**src/design/dma_axis_pkg.sv**
```systemverilog
package dma_axis_pkg;

    // ----------------------------------------
    // Lane limits
    // ----------------------------------------
    // Widest lane bank the control structs can describe
    localparam int unsigned MaxStrbWidth = 16;
    // Lane index width, enough for MaxStrbWidth lanes
    localparam int unsigned OffsetWidth  = 4;
    // Transfer length width in bytes
    localparam int unsigned LenWidth     = 16;

    // Lane index or lane count, modulo the lane count
    typedef logic [OffsetWidth-1:0] offset_t;

    // ----------------------------------------
    // Command and beat descriptors
    // ----------------------------------------
    // Transfer command, 28 bits
    typedef struct packed {
        offset_t             src_offset;
        offset_t             dst_offset;
        // Byte count, never zero
        logic [LenWidth-1:0] length;
        logic [3:0]          dest;
    } xfer_cmd_t;

    // Source beat, 12 bits
    // Tailer of zero means full up to the top lane
    typedef struct packed {
        offset_t offset;
        offset_t tailer;
        // Rotation from source lane to destination lane
        offset_t shift;
    } rd_beat_t;

    // Destination beat, 13 bits
    typedef struct packed {
        offset_t    offset;
        offset_t    tailer;
        logic       last;
        logic [3:0] dest;
    } wr_beat_t;

endpackage

```
**src/design/dma_axis_fifo.sv**
```systemverilog
`timescale 1ns/1ps

module dma_axis_fifo #(
    parameter type         element_t = logic [7:0],
    parameter int unsigned Depth     = 4
) (
    input  logic     clk_i,
    input  logic     arst_n_i,
    // Push side
    input  element_t data_i,
    input  logic     valid_i,
    output logic     ready_o,
    // Pop side
    output element_t data_o,
    output logic     valid_o,
    input  logic     ready_i
);
    localparam int unsigned PtrWidth = (Depth > 1) ? $clog2(Depth) : 1;
    localparam int unsigned CntWidth = $clog2(Depth + 1);

    typedef logic [PtrWidth-1:0] ptr_t;
    typedef logic [CntWidth-1:0] cnt_t;

    // Storage
    element_t mem_q [Depth];
    ptr_t     wr_ptr_q;
    ptr_t     rd_ptr_q;
    cnt_t     count_q;
    logic     push;
    logic     pop;

    // Wrap at Depth, which need not be a power of two
    function automatic ptr_t ptr_inc(input ptr_t ptr);
        return (ptr == ptr_t'(Depth - 1)) ? '0 : ptr + 1'b1;
    endfunction

    // Full drops ready, empty drops valid
    assign ready_o = (count_q != cnt_t'(Depth));
    assign valid_o = (count_q != '0);
    assign data_o  = mem_q[rd_ptr_q];

    assign push = valid_i & ready_o;
    assign pop  = valid_o & ready_i;

    // Pointers and fill level
    always_ff @(posedge clk_i or negedge arst_n_i) begin
        if (!arst_n_i) begin
            wr_ptr_q <= '0;
            rd_ptr_q <= '0;
            count_q  <= '0;
        end else begin
            if (push) wr_ptr_q <= ptr_inc(wr_ptr_q);
            if (pop) rd_ptr_q <= ptr_inc(rd_ptr_q);
            // Simultaneous push and pop leaves the level as is
            if (push && !pop) begin
                count_q <= count_q + 1'b1;
            end else if (pop && !push) begin
                count_q <= count_q - 1'b1;
            end
        end
    end

    // Element array
    always_ff @(posedge clk_i) begin
        if (push) mem_q[wr_ptr_q] <= data_i;
    end

endmodule

```
**src/design/dma_axis_legalizer.sv**
```systemverilog
`timescale 1ns/1ps

module dma_axis_legalizer #(
    parameter int unsigned StrbWidth = 4
) (
    input  logic                    clk_i,
    input  logic                    arst_n_i,
    // Transfer command
    input  dma_axis_pkg::xfer_cmd_t cmd_i,
    input  logic                    cmd_valid_i,
    output logic                    cmd_ready_o,
    // Source beat descriptors
    output dma_axis_pkg::rd_beat_t  rd_beat_o,
    output logic                    rd_valid_o,
    input  logic                    rd_ready_i,
    // Destination beat descriptors
    output dma_axis_pkg::wr_beat_t  wr_beat_o,
    output logic                    wr_valid_o,
    input  logic                    wr_ready_i
);
    localparam int unsigned ShiftBits = $clog2(StrbWidth);
    localparam int unsigned CntWidth  = dma_axis_pkg::LenWidth + 1;
    localparam dma_axis_pkg::offset_t LaneMask = dma_axis_pkg::offset_t'(StrbWidth - 1);

    typedef logic [CntWidth-1:0] cnt_t;

    dma_axis_pkg::xfer_cmd_t cmd_q;
    logic                    busy_q;
    cnt_t                    rd_total_q;
    cnt_t                    wr_total_q;
    cnt_t                    rd_idx_q;
    cnt_t                    wr_idx_q;
    logic                    cmd_take;
    logic                    rd_done;
    logic                    wr_done;

    // Beats covered by offset plus length, rounded up
    function automatic cnt_t beat_count(
        input dma_axis_pkg::offset_t             off,
        input logic [dma_axis_pkg::LenWidth-1:0] len
    );
        cnt_t span;
        span = cnt_t'(off & LaneMask) + cnt_t'(len) + cnt_t'(StrbWidth - 1);
        return span >> ShiftBits;
    endfunction

    // Only idle accepts a new command
    assign cmd_ready_o = ~busy_q;
    assign cmd_take    = cmd_valid_i & cmd_ready_o;

    assign rd_done    = (rd_idx_q == rd_total_q);
    assign wr_done    = (wr_idx_q == wr_total_q);
    assign rd_valid_o = busy_q & ~rd_done;
    assign wr_valid_o = busy_q & ~wr_done;

    // ----------------------------------------
    // Descriptor fields
    // ----------------------------------------
    // First beat starts at the offset, last ends at the tailer
    assign rd_beat_o.offset = (rd_idx_q == '0) ? (cmd_q.src_offset & LaneMask) : '0;
    assign rd_beat_o.tailer = (rd_idx_q == rd_total_q - 1'b1)
        ? ((cmd_q.src_offset + dma_axis_pkg::offset_t'(cmd_q.length)) & LaneMask) : '0;
    assign rd_beat_o.shift  = (cmd_q.dst_offset - cmd_q.src_offset) & LaneMask;

    assign wr_beat_o.offset = (wr_idx_q == '0) ? (cmd_q.dst_offset & LaneMask) : '0;
    assign wr_beat_o.tailer = wr_beat_o.last
        ? ((cmd_q.dst_offset + dma_axis_pkg::offset_t'(cmd_q.length)) & LaneMask) : '0;
    assign wr_beat_o.last   = (wr_idx_q == wr_total_q - 1'b1);
    assign wr_beat_o.dest   = cmd_q.dest;

    // ----------------------------------------
    // Beat counters
    // ----------------------------------------
    always_ff @(posedge clk_i or negedge arst_n_i) begin
        if (!arst_n_i) begin
            busy_q     <= 1'b0;
            rd_total_q <= '0;
            wr_total_q <= '0;
            rd_idx_q   <= '0;
            wr_idx_q   <= '0;
        end else if (cmd_take) begin
            busy_q     <= 1'b1;
            rd_total_q <= beat_count(cmd_i.src_offset, cmd_i.length);
            wr_total_q <= beat_count(cmd_i.dst_offset, cmd_i.length);
            rd_idx_q   <= '0;
            wr_idx_q   <= '0;
        end else if (busy_q) begin
            // Both walks are independent
            if (rd_valid_o && rd_ready_i) rd_idx_q <= rd_idx_q + 1'b1;
            if (wr_valid_o && wr_ready_i) wr_idx_q <= wr_idx_q + 1'b1;
            if (rd_done && wr_done) busy_q <= 1'b0;
        end
    end

    // Command held for the whole walk
    always_ff @(posedge clk_i) begin
        if (cmd_take) cmd_q <= cmd_i;
    end

endmodule

```
**src/design/dma_axis_src_read.sv**
```systemverilog
`timescale 1ns/1ps

module dma_axis_src_read #(
    parameter int unsigned StrbWidth = 4
) (
    input  logic                         clk_i,
    input  logic                         arst_n_i,
    // Source beat descriptor
    input  dma_axis_pkg::rd_beat_t       rd_beat_i,
    input  logic                         rd_valid_i,
    output logic                         rd_ready_o,
    // Source word stream
    input  logic [StrbWidth*8-1:0]       src_data_i,
    input  logic                         src_valid_i,
    output logic                         src_ready_o,
    // Lane FIFO push side
    output logic [StrbWidth-1:0][7:0]    lane_data_o,
    output logic [StrbWidth-1:0]         lane_push_o,
    input  logic [StrbWidth-1:0]         lane_space_i
);
    localparam logic [StrbWidth-1:0] AllLanes = {StrbWidth{1'b1}};

    // Lanes of the source word that carry transfer bytes
    logic [StrbWidth-1:0] src_mask;
    // Same mask after rotation onto the lane FIFOs
    logic [StrbWidth-1:0] push_mask;
    logic                 space_ok;
    logic                 accept;
    logic                 armed_q;

    // ----------------------------------------
    // Lane mask
    // ----------------------------------------
    // From offset up to tailer, zero tailer is full
    assign src_mask = (AllLanes << rd_beat_i.offset)
        & ((rd_beat_i.tailer != '0) ? (AllLanes >> (StrbWidth - rd_beat_i.tailer)) : AllLanes);

    // Byte j lands in lane (j + shift) mod StrbWidth
    always_comb begin
        int unsigned src_lane;
        for (int unsigned i = 0; i < StrbWidth; i++) begin
            src_lane       = (i - rd_beat_i.shift) & (StrbWidth - 1);
            lane_data_o[i] = src_data_i[src_lane*8 +: 8];
            push_mask[i]   = src_mask[src_lane];
        end
    end

    // ----------------------------------------
    // Handshake
    // ----------------------------------------
    // Every target lane needs room
    assign space_ok = ((lane_space_i & push_mask) == push_mask);

    // Word and descriptor go together
    assign accept      = armed_q & rd_valid_i & src_valid_i & space_ok;
    assign src_ready_o = armed_q & rd_valid_i & space_ok;
    assign rd_ready_o  = armed_q & src_valid_i & space_ok;
    assign lane_push_o = accept ? push_mask : '0;

    // Intake stays closed for one cycle after reset release
    always_ff @(posedge clk_i or negedge arst_n_i) begin
        if (!arst_n_i) begin
            armed_q <= 1'b0;
        end else begin
            armed_q <= 1'b1;
        end
    end

endmodule

```
**src/design/dma_axis_stream_fork.sv**
```systemverilog
`timescale 1ns/1ps

module dma_axis_stream_fork (
    input  logic       clk_i,
    input  logic       arst_n_i,
    // Upstream handshake
    input  logic       valid_i,
    // Outputs that take part in this transfer
    input  logic [1:0] sel_i,
    output logic       ready_o,
    // Downstream handshakes
    output logic [1:0] valid_o,
    input  logic [1:0] ready_i
);
    // One bit per output, set once that output was taken
    logic [1:0] taken_q;
    logic [1:0] out_done;

    // Outputs left out of the select are treated as taken
    assign valid_o  = {2{valid_i}} & sel_i & ~taken_q;
    assign out_done = taken_q | ~sel_i | ready_i;

    // Acknowledge once the last pending output goes
    assign ready_o = valid_i & (&out_done);

    always_ff @(posedge clk_i or negedge arst_n_i) begin
        if (!arst_n_i) begin
            taken_q <= '0;
        end else if (ready_o) begin
            // Transfer complete, clear for the next one
            taken_q <= '0;
        end else if (valid_i) begin
            taken_q <= taken_q | (valid_o & ready_i);
        end
    end

endmodule

```
**src/design/dma_axis_write.sv**
```systemverilog
`timescale 1ns/1ps

module dma_axis_write #(
    parameter int unsigned StrbWidth       = 4,
    parameter bit          MaskInvalidData = 1'b1
) (
    input  logic                      clk_i,
    input  logic                      arst_n_i,
    // Destination beat descriptor
    input  dma_axis_pkg::wr_beat_t    wr_beat_i,
    input  logic                      wr_valid_i,
    output logic                      wr_ready_o,
    // Lane FIFO pop side
    input  logic [StrbWidth-1:0][7:0] lane_data_i,
    input  logic [StrbWidth-1:0]      lane_valid_i,
    output logic [StrbWidth-1:0]      lane_pop_o,
    // AXI Stream manager
    output logic [StrbWidth*8-1:0]    tdata_o,
    output logic [StrbWidth-1:0]      tkeep_o,
    output logic                      tlast_o,
    output logic [3:0]                tdest_o,
    output logic                      tvalid_o,
    input  logic                      tready_i,
    // Transfer done
    output logic                      done_valid_o,
    input  logic                      done_ready_i
);
    localparam logic [StrbWidth-1:0] AllLanes = {StrbWidth{1'b1}};

    // Lanes this beat occupies on the bus
    logic [StrbWidth-1:0] keep_mask;
    // Descriptor present and all its lanes filled
    logic                 ready_to_write;
    // Fork finished, beat leaves
    logic                 write_fire;

    // ----------------------------------------
    // Keep mask
    // ----------------------------------------
    assign keep_mask = (AllLanes << wr_beat_i.offset)
        & ((wr_beat_i.tailer != '0) ? (AllLanes >> (StrbWidth - wr_beat_i.tailer)) : AllLanes);

    // Lanes outside the mask may still hold later bytes
    assign ready_to_write = wr_valid_i & ((lane_valid_i & keep_mask) == keep_mask);

    // ----------------------------------------
    // Stream payload
    // ----------------------------------------
    assign tkeep_o = keep_mask;
    assign tlast_o = wr_beat_i.last;
    assign tdest_o = wr_beat_i.dest;

    if (MaskInvalidData) begin : gen_mask_data
        // Unused lanes driven as zero
        always_comb begin
            for (int unsigned i = 0; i < StrbWidth; i++) begin
                tdata_o[i*8 +: 8] = keep_mask[i] ? lane_data_i[i] : 8'h00;
            end
        end
    end else begin : gen_raw_data
        // Lane outputs straight onto the bus
        assign tdata_o = lane_data_i;
    end

    // ----------------------------------------
    // Pop control
    // ----------------------------------------
    // Exactly the kept lanes, and the descriptor, in the fork's final cycle
    assign lane_pop_o = write_fire ? keep_mask : '0;
    assign wr_ready_o = write_fire;

    // Stream beat always, done only on the last beat
    dma_axis_stream_fork i_write_fork (
        .clk_i    ( clk_i                          ),
        .arst_n_i ( arst_n_i                       ),
        .valid_i  ( ready_to_write                 ),
        .sel_i    ( {wr_beat_i.last, 1'b1}         ),
        .ready_o  ( write_fire                     ),
        .valid_o  ( {done_valid_o, tvalid_o}       ),
        .ready_i  ( {done_ready_i, tready_i}       )
    );

endmodule

```
**src/design/dma_axis_xfer.sv**
```systemverilog
`timescale 1ns/1ps

module dma_axis_xfer #(
    parameter int unsigned StrbWidth       = 4,
    parameter int unsigned LaneDepth       = 4,
    parameter int unsigned QueueDepth      = 2,
    parameter bit          MaskInvalidData = 1'b1
) (
    input  logic                    clk_i,
    input  logic                    arst_n_i,
    // Command
    input  dma_axis_pkg::xfer_cmd_t cmd_i,
    input  logic                    cmd_valid_i,
    output logic                    cmd_ready_o,
    // Source words
    input  logic [StrbWidth*8-1:0]  src_data_i,
    input  logic                    src_valid_i,
    output logic                    src_ready_o,
    // AXI Stream manager
    output logic [StrbWidth*8-1:0]  tdata_o,
    output logic [StrbWidth-1:0]    tkeep_o,
    output logic                    tlast_o,
    output logic [3:0]              tdest_o,
    output logic                    tvalid_o,
    input  logic                    tready_i,
    // Transfer done
    output logic                    done_valid_o,
    input  logic                    done_ready_i
);
    typedef logic [7:0] byte_t;

    // Legalizer to queues
    dma_axis_pkg::rd_beat_t rd_beat_in, rd_beat_out;
    dma_axis_pkg::wr_beat_t wr_beat_in, wr_beat_out;
    logic rd_in_valid, rd_in_ready, rd_out_valid, rd_out_ready;
    logic wr_in_valid, wr_in_ready, wr_out_valid, wr_out_ready;

    // Lane bank
    byte_t [StrbWidth-1:0] lane_in, lane_out;
    logic  [StrbWidth-1:0] lane_push, lane_space, lane_valid, lane_pop;

    dma_axis_legalizer #(.StrbWidth(StrbWidth)) i_legalizer (
        .clk_i, .arst_n_i, .cmd_i, .cmd_valid_i, .cmd_ready_o,
        .rd_beat_o  ( rd_beat_in  ), .rd_valid_o ( rd_in_valid ), .rd_ready_i ( rd_in_ready ),
        .wr_beat_o  ( wr_beat_in  ), .wr_valid_o ( wr_in_valid ), .wr_ready_i ( wr_in_ready )
    );

    // ----------------------------------------
    // Beat queues
    // ----------------------------------------
    dma_axis_fifo #(.element_t(dma_axis_pkg::rd_beat_t), .Depth(QueueDepth)) i_rd_queue (
        .clk_i, .arst_n_i,
        .data_i  ( rd_beat_in  ), .valid_i ( rd_in_valid  ), .ready_o ( rd_in_ready  ),
        .data_o  ( rd_beat_out ), .valid_o ( rd_out_valid ), .ready_i ( rd_out_ready )
    );

    dma_axis_fifo #(.element_t(dma_axis_pkg::wr_beat_t), .Depth(QueueDepth)) i_wr_queue (
        .clk_i, .arst_n_i,
        .data_i  ( wr_beat_in  ), .valid_i ( wr_in_valid  ), .ready_o ( wr_in_ready  ),
        .data_o  ( wr_beat_out ), .valid_o ( wr_out_valid ), .ready_i ( wr_out_ready )
    );

    dma_axis_src_read #(.StrbWidth(StrbWidth)) i_src_read (
        .clk_i, .arst_n_i,
        .rd_beat_i   ( rd_beat_out  ), .rd_valid_i ( rd_out_valid ), .rd_ready_o ( rd_out_ready ),
        .src_data_i, .src_valid_i, .src_ready_o,
        .lane_data_o ( lane_in      ), .lane_push_o ( lane_push ), .lane_space_i ( lane_space )
    );

    // One byte FIFO per lane
    for (genvar i = 0; i < StrbWidth; i++) begin : gen_lanes
        dma_axis_fifo #(.element_t(byte_t), .Depth(LaneDepth)) i_lane (
            .clk_i, .arst_n_i,
            .data_i  ( lane_in[i]  ), .valid_i ( lane_push[i]  ), .ready_o ( lane_space[i] ),
            .data_o  ( lane_out[i] ), .valid_o ( lane_valid[i] ), .ready_i ( lane_pop[i]   )
        );
    end

    dma_axis_write #(.StrbWidth(StrbWidth), .MaskInvalidData(MaskInvalidData)) i_write (
        .clk_i, .arst_n_i,
        .wr_beat_i   ( wr_beat_out ), .wr_valid_i ( wr_out_valid ), .wr_ready_o ( wr_out_ready ),
        .lane_data_i ( lane_out    ), .lane_valid_i ( lane_valid ), .lane_pop_o ( lane_pop ),
        .tdata_o, .tkeep_o, .tlast_o, .tdest_o, .tvalid_o, .tready_i,
        .done_valid_o, .done_ready_i
    );

endmodule

```
**config.mk**
```make
export PLATFORM = sky130hd
export DESIGN_NAME = dma_axis_xfer
export DESIGN_NICKNAME = d
export VERILOG_FILES = /design/src/design/dma_axis_pkg.sv /design/src/design/dma_axis_fifo.sv /design/src/design/dma_axis_legalizer.sv /design/src/design/dma_axis_src_read.sv /design/src/design/dma_axis_stream_fork.sv /design/src/design/dma_axis_write.sv /design/src/design/dma_axis_xfer.sv
export SDC_FILE = /design/constraint.sdc
export NUM_CORES = 1
export LEC_CHECK = 0
export BUFFER_PORTS_ARGS = -buffer_cell sky130_fd_sc_hd__buf_2
export CAP_MARGIN = 25
export CORE_UTILIZATION = 40
export CTS_CLUSTER_DIAMETER = 120
export DETAILED_ROUTE_END_ITERATION = 6
export GPL_ROUTABILITY_DRIVEN = 0
export SKIP_LAST_GASP = 1
export SYNTH_ARGS = -nofsm -noshare
export SYNTH_HDL_FRONTEND = slang
export SYNTH_SLANG_ARGS = --single-unit
```
**constraint.sdc**
```tcl
create_clock -name clk_i -period 8.15 [get_ports clk_i]
set_clock_uncertainty 0.1 [all_clocks]
set_input_delay 1.63 -clock clk_i [delete_from_list [all_inputs] [get_ports clk_i]]
set_output_delay 1.63 -clock clk_i [all_outputs]
set_load 0.03 [all_outputs]
```
==> reports/results.tsv <==
metric	value	unit
TritonCTS clock tree	yes	
Ys Warns	0	
final net count	1371	
worst slack, placed	3.56	ns
FP Rows	69	
Die ar.	36900	um2
Inst Count DP	1682	
Worst R2R Path Depth	13	
antenna violations before repair	1	
DR pass1 iterations	5	
Synth Area per Inst	12.4	um2
Crit Path Category	reg -> out	
Largest stage delay, worst path	0.76	ns
syn_nets	1277	
DRT antenna net count	0	
CP max stage cell	dfrtp_1	
hold buffer count at cts	0	
crit-path cells	mux2i_1 -> ha_1 -> nor4b_1 -> a211oi_1 -> o22ai_1 -> a31o_4 -> nor3_1 -> buf_2	
post-route setup slack	3.07	ns
DIE WIDTH	192	um
Critical Path Start	i_rd_queue.rd_ptr_q	
largest net degree at the start of global routing	64	
sequential power share	35.9	%
final hold vios	0	
flop-to-flop setup slack	4.00	ns
Routed WL	30.7	mm
Worst Path Buf+Inv	1	
Post-DP HPWL	22.1	mm
CTS clock-pin slew for the worst setup and hold paths	0.06	ns
Worst setup EP type	output pin	
overall routing resource usage	16.9	%
P_sw	2.39	mW
switching fraction of total power	37.6	%
outcome	finished, final reports clean	
critical path startpoint category	flop	
clk root buf	clkbuf_16	
initial drt markers	461	
I/O Pins	111	
GRT overflow	0	
Finish-stage setup viols	0	
Port Buffers	106	
Max-slew headroom	39.7	%
hold-critical path depth	0	
Worst Path Max Fanout	17	
post-CTS setup buffer count	0	
Yosys reg bits	272	
met3 WL	1.42	mm
hold endpoint	i_wr_queue.mem_q[0][2]	
Core ar.	35600	um2
PwrDens	383	nW/um2
P_leak	6.46	nW
CP Data Arrival Time	3.35	ns
fillcell total	3211	
Synth Flop Type	edfxtp_1	
Critical Path RT	6.42	ns
Sink Count	272	
fraction of layout cells with a size suffix above 1	21.1	%
Hold Crit Start	i_legalizer.wr_beat_o[2]	
top cells by area, synth	edfxtp_1 (35%), dfrtp_1 (18%), mux4_2 (7.5%)	
Die Height	192	um
met2 wire len	14.7	mm
post-cts sizing count	0	
Worst-Margin Slew	0.902	ns
Cell variety after synth	70	
fin crit share	62.4	%
fin crit period	5.08	ns
M1 wire length	14.1	mm
RSZ-0062 raised after global routing	no	
Mapped Cells	1162	
Max Freq	0.197	GHz
CP top delay family	compound AO/OA/AOI/OAI gates	
commonest non-fill, non-tap cell in the layout	edfxtp_1	
number of CTS-inserted buffers	31	
initial core utilization	40.6	%
first-pass GRT wire length	48.7	mm
Post-synth ARST share	38.2	%
Worst Hold Class	reg -> reg	
Fin Setup TNS	0	ns
fin cells	1742	
Vias/cell	5.28	
Non-Filler Cell Area, Final	16600	um2
number of global-route vias before repair	8948	
most frequent cells in the layout	edfxtp_1 (168), buf_2 (106), dfrtp_1 (104)	
VDD IR max	0.233	mV
Comb power frac	39.3	%
Slew Limit Fails	0	
cell taking the most area after synthesis	edfxtp_1	
Antenna diodes	0	
Post-synth EDFFs	168	
Synth top area share	34.9	%
Layout area overhead	15.1	%
Vias	9204	
DR WL/cell	17.6	um
# DRC	0	
Max Cap Viol	0	
Top Layer Used	met5	
RR Endpoint	gen_lanes[1].i_lane.count_q[2]	
Clk pwr share	24.8	%
Int Pwr	3.97	mW
H-tree levels	1	
clock latency on the worst-skew pair	0.57	ns
worst-case clock buffer depth	3	
post-synthesis sequential area ratio	52.9	%
Post-DP Area	15400	um2
Worst R2R Start	i_rd_queue.rd_ptr_q	
Syn Std Cell Area	14400	um2
[registers in the layout (all words and copies together), names as in the netlist, 8 cells and up]
signal	cells
gen_lanes.i_lane.mem_q	128
gen_lanes.i_lane.count_q	12
i_legalizer.rd_total_q	15
gen_lanes.i_lane.rd_ptr_q	8
gen_lanes.i_lane.wr_ptr_q	8
i_rd_queue.mem_q	12
i_wr_queue.mem_q	18
i_legalizer.wr_total_q	15
i_legalizer.wr_idx_q	17
i_legalizer.rd_idx_q	17
[metrics by stage]
stage / hold WS [ns] / power [mW] / utilization (%)
4_1_cts: 0.353 / 6.43 / 46.7
5_1_grt: 0.363 / 6.76 / 46.7
3_5_place_dp: 0.335 / 4.83 / 43.4
6_report: 0.349 / 6.36 / 46.7
2_1_floorplan: 0.321 / 4.14 / -
3_3_place_gp: 0.325 / 4.76 / 43.2
[power groups by stage]
stage	Combinational [mW]	Sequential, mW	Clock [mW]
after detailed placement	2.51	2.32	0
after floorplan	2.07	2.07	0
after CTS	2.52	2.29	1.62
after global placement	2.46	2.30	0
final	2.50	2.28	1.58
after global routing	2.75	2.34	1.67
[synthesized netlist by cell type, types with 7 or more instances]
master	n
mux2_2	26
and2_1	36
inv_1	51
nand2_1	80
xor2_1	47
or3_1	9
nor4_1	20
edfxtp_1	168
o21ai_0	32
nor3_1	28
nor2_1	91
mux4_2	48
dfrtp_1	104
mux2i_1	47
a211oi_1	7
a31oi_1	7
nor3b_1	9
nor2b_1	19
xnor2_1	73
nor4b_1	9
clkbuf_1	41
ha_1	43
nand4_1	19
nand3_1	27
a21oi_1	21
[worst max path at each step]
stage / end / slack (ns) / cells after the start
6_report: src_ready_o / 3.07 / 8
5_1_grt: src_ready_o / 2.69 / 8
4_1_cts: src_ready_o / 2.95 / 6
3_5_place_dp: src_ready_o / 3.56 / 6
3_3_place_gp: src_ready_o / 3.65 / 6
2_1_floorplan: src_ready_o / 3.79 / 9
[final cells by class]
cell class | count | area [um2] | area share, %
clock buffer | 36 | 815 | 4.90
clock inverter | 22 | 367 | 2.21
inverter | 51 | 191 | 1.15
multi-input combinational | 784 | 6390 | 38.4
sequential | 272 | 7650 | 46.0
tap | 461 | 577 | 3.47
timing repair buffer | 116 | 641 | 3.85
[routing by layer]
metal	GRT usage (%)	up-vias
li1	-	4445
met1	22.7	4536
met2	28.5	187
met3	2.65	34
met4	4.39	2
met5	0	-
[cells by family (layout without fill, tap and decap cells)]
logic type	after synthesis	count (layout)	synth area share (%)
and+or+nand+nor	382	382	14.2
DFF	272	272	52.9
xor gates and xnor gates	120	120	7.27
AOI/OAI and AO/OA	109	109	5.09
other	1	1	0.0260
adders and majority gates	49	49	4.56
muxes	123	123	13.0
buffers and inverters	106	225	2.94
No activity file was read; power rests on OpenSTA's default activity.
